<file path="config.mk">
export PLATFORM = sky130hd
export DESIGN_NAME = mul_unit_top
export DESIGN_NICKNAME = d
export VERILOG_FILES = /design/src/hw/mul_pkg.sv /design/src/hw/mul_if.sv /design/src/hw/issue_select.sv /design/src/hw/mul_pipe.sv /design/src/hw/mul_rs.sv /design/src/hw/mul_unit_top.sv /design/src/hw/mul_wb.sv
export SDC_FILE = /design/constraint.sdc
export NUM_CORES = 2
export LEC_CHECK = 0
export BUFFER_PORTS_ARGS = -buffer_cell sky130_fd_sc_hd__buf_2
export CAP_MARGIN = 40
export CORE_ASPECT_RATIO = 0.75
export CORE_MARGIN = 2
export CORE_UTILIZATION = 50
export CTS_BUF_LIST = sky130_fd_sc_hd__clkbuf_8
export CTS_CLUSTER_SIZE = 25
export DETAILED_ROUTE_END_ITERATION = 16
export GPL_TIMING_DRIVEN = 0
export MAX_ROUTING_LAYER = met4
export PLACE_DENSITY = 0.73
export SLEW_MARGIN = 10
export SYNTH_ARGS = -nofsm -noshare
export SYNTH_HDL_FRONTEND = slang
export SYNTH_HIERARCHICAL = 1
export SYNTH_SLANG_ARGS = --single-unit
</file>
<file path="constraint.sdc">
create_clock -name clock -period 7.4 [get_ports clock]
set_input_delay 0.37 -clock clock [delete_from_list [all_inputs] [get_ports clock]]
set_output_delay 0.37 -clock clock [all_outputs]
set_load 0.02 [all_outputs]
</file>
<file path="src/hw/mul_pkg.sv">
// mul_pkg: shared widths, multiply function codes and station entry layout
`default_nettype none

package mul_pkg;

    //////////////////////////////
    // data widths
    //////////////////////////////
    localparam int XLEN   = 32;   // integer register width
    localparam int PREG_W = 6;    // physical register tag
    localparam int ROB_W  = 5;    // reorder buffer index

    //////////////////////////////
    // multiply functions
    //////////////////////////////
    // MUL    low word, signedness does not matter
    // MULH   high word of signed x signed
    // MULHSU high word of signed opa x unsigned opb
    // MULHU  high word of unsigned x unsigned
    typedef enum logic [1:0] {
        MUL    = 2'b00,
        MULH   = 2'b01,
        MULHSU = 2'b10,
        MULHU  = 2'b11
    } mul_func_e;

    //////////////////////////////
    // reservation station entry
    //////////////////////////////
    // a waiting operand keeps its tag in the low PREG_W bits of the value field
    typedef struct packed {
        logic                opa_ready;
        logic [XLEN-1:0]     opa_value;   // value, or awaited tag
        logic                opb_ready;
        logic [XLEN-1:0]     opb_value;   // value, or awaited tag
        logic [PREG_W-1:0]   dest_preg;
        logic [ROB_W-1:0]    rob_idx;
        mul_func_e           func;
    } rs_entry_t;   // 79 bits

endpackage

`default_nettype wire

</file>
<file path="src/hw/mul_if.sv">
// mul_if: issue bus from station to multiplier and product bus from multiplier to writeback
`default_nettype none

interface mul_issue_if import mul_pkg::*; ();
    logic              valid;       // one-cycle strobe per issued op
    mul_func_e         func;
    logic [XLEN-1:0]   opa;
    logic [XLEN-1:0]   opb;
    logic [PREG_W-1:0] dest_preg;
    logic [ROB_W-1:0]  rob_idx;

    modport rs   (output valid, func, opa, opb, dest_preg, rob_idx);
    modport pipe (input  valid, func, opa, opb, dest_preg, rob_idx);
endinterface

interface mul_prod_if import mul_pkg::*; ();
    logic              valid;
    mul_func_e         func;        // kept for half select in wb
    logic [2*XLEN-1:0] product;     // full 64-bit product
    logic [PREG_W-1:0] dest_preg;
    logic [ROB_W-1:0]  rob_idx;

    modport pipe (output valid, func, product, dest_preg, rob_idx);
    modport wb   (input  valid, func, product, dest_preg, rob_idx);
endinterface

`default_nettype wire

</file>
<file path="src/hw/issue_select.sv">
// issue_select: lowest-index priority picker giving one-hot grant and binary index
`default_nettype none

module issue_select #(
    parameter  int RS_DEPTH = 4,
    localparam int IDX_W    = (RS_DEPTH > 1) ? $clog2(RS_DEPTH) : 1
) (
    input  wire logic [RS_DEPTH-1:0] req,
    output logic      [RS_DEPTH-1:0] gnt,       // one-hot, zero when idle
    output logic      [IDX_W-1:0]    gnt_idx,
    output logic                     none       // no request at all
);

    assign gnt  = req & (~req + 1'b1);          // isolate lowest set bit
    assign none = ~|req;

    // walk down so the lowest request is the last to write
    always_comb begin
        gnt_idx = '0;
        for (int i = RS_DEPTH - 1; i >= 0; i--) begin
            if (req[i]) gnt_idx = IDX_W'(i);
        end
    end

endmodule

`default_nettype wire

</file>
<file path="src/hw/mul_pipe.sv">
// mul_pipe: fixed-latency pipelined 33x33 multiplier covering all four multiply functions
`default_nettype none

module mul_pipe import mul_pkg::*; #(
    parameter int MUL_STAGES = 3                 // at least 1
) (
    input  wire logic clock,
    input  wire logic rst_n,
    input  wire logic flush,                     // kills ops in flight
    mul_issue_if.pipe issue,
    mul_prod_if.pipe  prod
);

    logic                     opa_signed;
    logic                     opb_signed;
    logic signed [XLEN:0]     opa_ext;           // 33 bits
    logic signed [XLEN:0]     opb_ext;
    logic signed [2*XLEN+1:0] full_prod;         // 66 bits, top two never needed

    logic [MUL_STAGES-1:0]    stg_valid;
    mul_func_e                stg_func  [MUL_STAGES];
    logic [2*XLEN-1:0]        stg_prod  [MUL_STAGES];
    logic [PREG_W-1:0]        stg_dest  [MUL_STAGES];
    logic [ROB_W-1:0]         stg_rob   [MUL_STAGES];

    //////////////////////////////
    // operand extension
    //////////////////////////////
    // MUL takes the signed path, the low word is the same either way
    assign opa_signed = (issue.func != MULHU);
    assign opb_signed = (issue.func == MUL) || (issue.func == MULH);

    assign opa_ext   = {opa_signed & issue.opa[XLEN-1], issue.opa};
    assign opb_ext   = {opb_signed & issue.opb[XLEN-1], issue.opb};
    assign full_prod = opa_ext * opb_ext;        // signed multiply

    //////////////////////////////
    // stage registers
    //////////////////////////////
    always_ff @(posedge clock or negedge rst_n) begin
        if (!rst_n) begin
            stg_valid <= '0;
        end else if (flush) begin
            stg_valid <= '0;                     // every in-flight op dies
        end else begin
            stg_valid[0] <= issue.valid;
            for (int s = 1; s < MUL_STAGES; s++) begin
                stg_valid[s] <= stg_valid[s-1];
            end
        end
    end

    // payload shifts every cycle, valid qualifies it
    always_ff @(posedge clock) begin
        stg_func[0] <= issue.func;
        stg_prod[0] <= full_prod[2*XLEN-1:0];
        stg_dest[0] <= issue.dest_preg;
        stg_rob[0]  <= issue.rob_idx;
        for (int s = 1; s < MUL_STAGES; s++) begin
            stg_func[s] <= stg_func[s-1];
            stg_prod[s] <= stg_prod[s-1];
            stg_dest[s] <= stg_dest[s-1];
            stg_rob[s]  <= stg_rob[s-1];
        end
    end

    // last stage drives the product bus
    assign prod.valid     = stg_valid[MUL_STAGES-1];
    assign prod.func      = stg_func[MUL_STAGES-1];
    assign prod.product   = stg_prod[MUL_STAGES-1];
    assign prod.dest_preg = stg_dest[MUL_STAGES-1];
    assign prod.rob_idx   = stg_rob[MUL_STAGES-1];

endmodule

`default_nettype wire

</file>
<file path="src/hw/mul_rs.sv">
// mul_rs: multiply reservation station with dispatch, cdb wakeup and in-order-of-index issue
`default_nettype none

module mul_rs import mul_pkg::*; #(
    parameter int RS_DEPTH = 4
) (
    input  wire logic              clock,
    input  wire logic              rst_n,
    input  wire logic              flush,         // mispredict, empties station
    // dispatch
    input  wire logic              dispatch_valid,
    input  wire mul_func_e         dispatch_func,
    input  wire logic              opa_ready,
    input  wire logic [XLEN-1:0]   opa_value,
    input  wire logic [PREG_W-1:0] opa_tag,
    input  wire logic              opb_ready,
    input  wire logic [XLEN-1:0]   opb_value,
    input  wire logic [PREG_W-1:0] opb_tag,
    input  wire logic [PREG_W-1:0] dest_preg,
    input  wire logic [ROB_W-1:0]  rob_idx,
    // common data bus
    input  wire logic              cdb_valid,
    input  wire logic [PREG_W-1:0] cdb_preg,
    input  wire logic [XLEN-1:0]   cdb_value,
    output logic                   rs_full,
    mul_issue_if.rs                issue
);

    localparam int IDX_W = (RS_DEPTH > 1) ? $clog2(RS_DEPTH) : 1;

    rs_entry_t             entries [RS_DEPTH];
    rs_entry_t             new_entry;          // entry built from dispatch ports
    logic [RS_DEPTH-1:0]   free_mask;          // 1 = slot empty
    logic [RS_DEPTH-1:0]   free_onehot;        // lowest free slot
    logic [RS_DEPTH-1:0]   ready_mask;         // occupied and both operands ready
    logic [RS_DEPTH-1:0]   issue_gnt;
    logic [IDX_W-1:0]      issue_idx;
    logic                  issue_none;

    //////////////////////////////
    // slot allocation
    //////////////////////////////
    // same lowest-index picker as issue, fed with the free mask
    issue_select #(.RS_DEPTH(RS_DEPTH)) i_free_sel (
        .req     (free_mask),
        .gnt     (free_onehot),
        .gnt_idx (),                 // slot written through the one-hot
        .none    (rs_full)           // no free slot left
    );

    always_comb begin
        new_entry.opa_ready = opa_ready;
        new_entry.opa_value = opa_ready ? opa_value : {{(XLEN-PREG_W){1'b0}}, opa_tag};
        new_entry.opb_ready = opb_ready;
        new_entry.opb_value = opb_ready ? opb_value : {{(XLEN-PREG_W){1'b0}}, opb_tag};
        new_entry.dest_preg = dest_preg;
        new_entry.rob_idx   = rob_idx;
        new_entry.func      = dispatch_func;
    end

    //////////////////////////////
    // entry storage and wakeup
    //////////////////////////////
    // only occupied slots listen to the cdb, so a fresh dispatch is never woken here
    always_ff @(posedge clock) begin
        for (int i = 0; i < RS_DEPTH; i++) begin
            if (dispatch_valid && free_onehot[i]) begin
                entries[i] <= new_entry;
            end else if (cdb_valid && !free_mask[i]) begin
                if (!entries[i].opa_ready && (entries[i].opa_value[PREG_W-1:0] == cdb_preg)) begin
                    entries[i].opa_ready <= 1'b1;
                    entries[i].opa_value <= cdb_value;   // tag replaced by value
                end
                if (!entries[i].opb_ready && (entries[i].opb_value[PREG_W-1:0] == cdb_preg)) begin
                    entries[i].opb_ready <= 1'b1;
                    entries[i].opb_value <= cdb_value;
                end
            end
        end
    end

    //////////////////////////////
    // ready detection and select
    //////////////////////////////
    always_comb begin
        for (int i = 0; i < RS_DEPTH; i++) begin
            ready_mask[i] = !free_mask[i] && entries[i].opa_ready && entries[i].opb_ready;
        end
    end

    issue_select #(.RS_DEPTH(RS_DEPTH)) i_issue_sel (
        .req     (ready_mask),
        .gnt     (issue_gnt),
        .gnt_idx (issue_idx),
        .none    (issue_none)
    );

    // free mask: issued slot released, dispatched slot taken, same edge
    // the two never collide since one is occupied and the other free
    always_ff @(posedge clock or negedge rst_n) begin
        if (!rst_n) begin
            free_mask <= '1;
        end else if (flush) begin
            free_mask <= '1;                     // drop everything waiting
        end else begin
            free_mask <= (free_mask | issue_gnt) & ~({RS_DEPTH{dispatch_valid}} & free_onehot);
        end
    end

    //////////////////////////////
    // issue register
    //////////////////////////////
    always_ff @(posedge clock or negedge rst_n) begin
        if (!rst_n) begin
            issue.valid <= 1'b0;
        end else if (flush) begin
            issue.valid <= 1'b0;
        end else begin
            issue.valid <= !issue_none;          // one strobe per grant
        end
    end

    always_ff @(posedge clock) begin
        if (!issue_none) begin
            issue.func      <= entries[issue_idx].func;
            issue.opa       <= entries[issue_idx].opa_value;
            issue.opb       <= entries[issue_idx].opb_value;
            issue.dest_preg <= entries[issue_idx].dest_preg;
            issue.rob_idx   <= entries[issue_idx].rob_idx;
        end
    end

endmodule

`default_nettype wire

</file>
<file path="src/hw/mul_unit_top.sv">
// mul_unit_top: multiply unit joining reservation station, multiplier pipe and writeback
`default_nettype none

module mul_unit_top import mul_pkg::*; #(
    parameter int RS_DEPTH   = 4,
    parameter int MUL_STAGES = 3
) (
    input  wire logic              clock,
    input  wire logic              rst_n,
    // dispatch
    input  wire logic              dispatch_valid,   // never while rs_full
    input  wire mul_func_e         dispatch_func,
    input  wire logic              opa_ready,
    input  wire logic [XLEN-1:0]   opa_value,
    input  wire logic [PREG_W-1:0] opa_tag,
    input  wire logic              opb_ready,
    input  wire logic [XLEN-1:0]   opb_value,
    input  wire logic [PREG_W-1:0] opb_tag,
    input  wire logic [PREG_W-1:0] dest_preg,
    input  wire logic [ROB_W-1:0]  rob_idx,
    output logic                   rs_full,
    // cdb
    input  wire logic              cdb_valid,
    input  wire logic [PREG_W-1:0] cdb_preg,
    input  wire logic [XLEN-1:0]   cdb_value,
    input  wire logic              flush,            // one-cycle pulse
    // result broadcast
    output logic                   result_valid,
    output logic [PREG_W-1:0]      result_preg,
    output logic [ROB_W-1:0]       result_rob,
    output logic [XLEN-1:0]        result_value
);

    mul_issue_if issue_bus ();
    mul_prod_if  prod_bus ();

    //////////////////////////////
    // station -> pipe -> wb
    //////////////////////////////
    mul_rs #(.RS_DEPTH(RS_DEPTH)) i_rs (
        .clock, .rst_n, .flush,
        .dispatch_valid, .dispatch_func,
        .opa_ready, .opa_value, .opa_tag,
        .opb_ready, .opb_value, .opb_tag,
        .dest_preg, .rob_idx,
        .cdb_valid, .cdb_preg, .cdb_value,
        .rs_full,
        .issue (issue_bus.rs)
    );

    mul_pipe #(.MUL_STAGES(MUL_STAGES)) i_pipe (
        .clock, .rst_n, .flush,
        .issue (issue_bus.pipe),
        .prod  (prod_bus.pipe)
    );

    mul_wb i_wb (
        .clock, .rst_n, .flush,
        .prod (prod_bus.wb),
        .result_valid, .result_preg, .result_rob, .result_value
    );

endmodule

`default_nettype wire

</file>
<file path="src/hw/mul_wb.sv">
// mul_wb: picks the product half for the function and registers the result broadcast
`default_nettype none

module mul_wb import mul_pkg::*; (
    input  wire logic        clock,
    input  wire logic        rst_n,
    input  wire logic        flush,
    mul_prod_if.wb           prod,
    output logic             result_valid,
    output logic [PREG_W-1:0] result_preg,
    output logic [ROB_W-1:0]  result_rob,
    output logic [XLEN-1:0]   result_value
);

    logic [XLEN-1:0] half_sel;

    // low word for MUL, high word for the three MULH variants
    assign half_sel = (prod.func == MUL) ? prod.product[XLEN-1:0]
                                         : prod.product[2*XLEN-1:XLEN];

    always_ff @(posedge clock or negedge rst_n) begin
        if (!rst_n) begin
            result_valid <= 1'b0;
        end else if (flush) begin
            result_valid <= 1'b0;                // squash the last product too
        end else begin
            result_valid <= prod.valid;
        end
    end

    always_ff @(posedge clock) begin
        result_preg  <= prod.dest_preg;
        result_rob   <= prod.rob_idx;
        result_value <= half_sel;
    end

endmodule

`default_nettype wire

</file>
==> summary.md <==
| Metric | Value |
|---|---|
| Sinks on the clock net | `about 680` |
| Die height | `between 300 and 400 µm` |
| Final layout net count | `~7,700` |
| Final period util | `108%` |
| Final HPWL from detailed placement | `168 mm` |
| Worst setup margin | `-0.561 ns` |
| Worst flop-to-flop path endpoint | `i_pipe/stg_prod[0][60]$_DFF_P_` |
| Number of top-level pins | `roughly 180` |
| Clock tree from TritonCTS | `yes` |
| Clock edge transition at the registers on the reported setup and hold paths | `around 0.070 ns` |
| Worst skew pair latency | `between 0.8 and 0.9 ns` |
| Count of endpoints failing hold in the final timing report | `0` |
| Transition time at the pin with the least slew margin | `around 0.91 ns` |
| Leading cell types in the layout, fill and taps excluded | `1,088 x sky130_fd_sc_hd__inv_1, 1,065 x sky130_fd_sc_hd__fa_1, 762 x sky130_fd_sc_hd__nand2_1` |
| Most common library cell in the layout ignoring fill and taps | `sky130_fd_sc_hd__inv_1` |
| Depth of the worst register-to-register path | `24` |
| Maximum operating frequency | `about 0.13 GHz` |
| Critical Path Fanout Max | `10` |
| Final count of negative-setup-slack endpoints | `26` |
| Number of nets still failing antenna checks after routing | `0` |
| Mean cell area of the mapped netlist | `around 11 µm²` |
| Cell count after synthesis | `about 5,500` |
| Tightest Hold Check Type | `in2reg` |
| Slew margin rel. | `roughly 39%` |
| Detailed router's first-iteration violation count | `about 5,100` |
| First-pass GRT wire length | `309 mm` |
| CP cell instances | `clkbuf_2, nand2_1, fa_1, inv_1, fa_2, fa_1, fa_2, inv_2, fa_1, fa_1, inv_2, fa_1, fa_1, ha_4, a211oi_2, o21ai_1, a21oi_2, a21oi_2, a211o_4, o211a_4, o31a_4, a211oi_4, mux2i_1, nand4_1` |
| Total core area | `124,000 µm²` |
| CP top delay family | `adder cells` |
| Maximum number of pins on one net before global-route repair | `52` |
| Initial antenna violation count | `24` |
| Number of buffers added on ports | `between 150 and 200` |
| Global-route total usage across every layer | `a little over a third` |
| CTS buffer count | `about 100` |
| Sum of overflow across all layers after global routing | `0` |
| Total stage count of the critical path | `24` |
| Clock root buffer master | `sky130_fd_sc_hd__clkbuf_8` |
| Cell mode on critical path | `sky130_fd_sc_hd__fa_1` |
| Placed Instance Area | `~67,000 µm²` |
| Internal reg-to-reg setup slack | `-0.56 ns` |
| P&R area growth vs syn | `18.7%` |
| Number of max-slew violations in the final report | `0` |
| Setup repair after global routing missed its margin | `true` |
| Classification of the worst setup path | `reg2reg` |
| Weighted congestion reported at the end of routability-driven placement | `roughly 1.1` |
| Net count of the mapped netlist | `between 6,000 and 7,000` |
| Total wire length after detailed routing | `between 200 and 250 mm` |
| Data arrival, critical path | `between 8 and 9 ns` |
| Critical path launch point | `i_rs/issue.opa[6]$_DFFE_PN_` |
| Die area | `128,000 µm²` |
| Final design area excluding fillers | `74,300 µm²` |
| Worst slack at placement | `-1.90 ns` |
| Longest individual stage delay on the worst path | `slightly above 0.6 ns` |
| Syn. warnings | `6` |
| Fraction of final layout cells with drive strength greater than 1 | `24.9%` |
| Count of vias placed by the detailed router | `around 44,000` |
| Max cap viols | `0` |
| Failing checks | `setup timing` |
| Detailed-router iteration count before antenna repair | `7` |
| Run status | `finished with violations` |
| Starting density of the core | `approximately half` |
| Endpoint of the most critical setup path | `i_pipe/stg_prod[0][60]$_DFF_P_` |
| DRC errors left | `0` |
| Reg2reg start | `i_rs/issue.opa[6]$_DFFE_PN_` |
| Count of H-tree levels built during CTS | `3` |
| Post-synthesis instance area | `62,600 µm²` |
| Average via count per standard cell | `roughly 5.6` |
| Floorplan row count | `around 110` |
| Average wire length per cell after detail routing | `between 20 and 30 µm` |
| Clock tree buffer depth | `3` |
| Via count of the first global-routing pass | `47,000` |
| Slowest cell on crit path | `sky130_fd_sc_hd__fa_2` |
| Required time reported for the critical path endpoint | `8.11 ns` |
| Startpoint Class | `flop` |
| Placed cell count | `about 7,400` |
| Nature of the critical path endpoint | `flop` |
| Post-layout instance count excluding filler cells | `~8,000` |
| Chip Width | `roughly 410 µm` |
| Number of buffers and inverters on the critical path | `4` |
| Minimum period implied by the final worst setup slack | `about 8.0 ns` |
| Final clock skew | `about 0.097 ns` |
worst min-delay path by stage:
stage / from / to / slack, ns / depth (start not counted)
after floorplan: rst_n / i_pipe/stg_valid[0]$_DFF_PN0_ / 0.07 / 0
after global placement: rst_n / i_wb/result_valid$_DFF_PN0_ / 0.23 / 1
after detailed placement: rst_n / i_wb/result_valid$_DFF_PN0_ / 0.24 / 1
after CTS: opb_value[16] / i_rs/entries[0][29]$_DFFE_PP_ / 0.0002 / 3
after global routing: opa_value[8] / i_rs/entries[0][54]$_DFFE_PP_ / 0.03 / 3
final: opa_value[26] / i_rs/entries[2][72]$_DFFE_PP_ / 0.05 / 3
worst min-delay path, stage by stage:
cell and delay (ns):
sky130_fd_sc_hd__buf_2 0.08, sky130_fd_sc_hd__and2_1 0.22, sky130_fd_sc_hd__a22o_1 0.15
cell type report:
class | instances | area, µm²
Inverter | 1097 | 4150
Clock inverter | 65 | 478
Tap cell | 1653 | 2070
Sequential cell | 676 | 17500
Fill cell | 9935 | 50000
Buffer | 343 | 2420
Clock buffer | 116 | 1600
Antenna cell | 29 | 72.6
Timing Repair Buffer | 604 | 5230
Multi-Input combinational cell | 3393 | 40800
metal layers:
metal | global-route usage (%) | wire length [µm] | vias up
li1 | - | - | 18300
met1 | 46.4 | 84000 | 22700
met2 | 47.5 | 85800 | 2886
met3 | 14.0 | 30800 | 533
met4 | 14.2 | 11100 | 0
met5 | - | 0 | -
sequential cells by signal, indices dropped and copies added, names as in the netlist, 15 cells and up:
register and cells:
i_pipe/stg_prod 192, i_pipe/stg_dest 18, i_wb/result_value 32, i_pipe/stg_rob 15, i_rs/issue.opa 32, i_rs/issue.opb 32, i_rs/entries 316
repair_timing:
| item | CTS | global route |
|---|---|---|
| setup buffers | 167 | 83 |
| resized for setup | 483 | 276 |
| setup endpoints to repair | 45 | 33 |
| hold endpoints to repair | 328 | 0 |
| hold buffers | 120 | 0 |
| pin swaps | 120 | 135 |
| cloned | 2 | 0 |
metrics by stage:
stage	utilization, %	hold slack, ns	TNS [ns]
after floorplan	-	0.0744	0
after global placement	52.8	0.226	-50.45
after detailed placement	53.6	0.236	-53.40
after CTS	58.6	0.000165	-5.73
after global routing	59.8	0.0329	-11.22
final	59.8	0.0527	-7.24
Power is left out: the tool's default activity adds up to more than one toggle a clock period on the data nets, which glitch-free logic cannot reach.
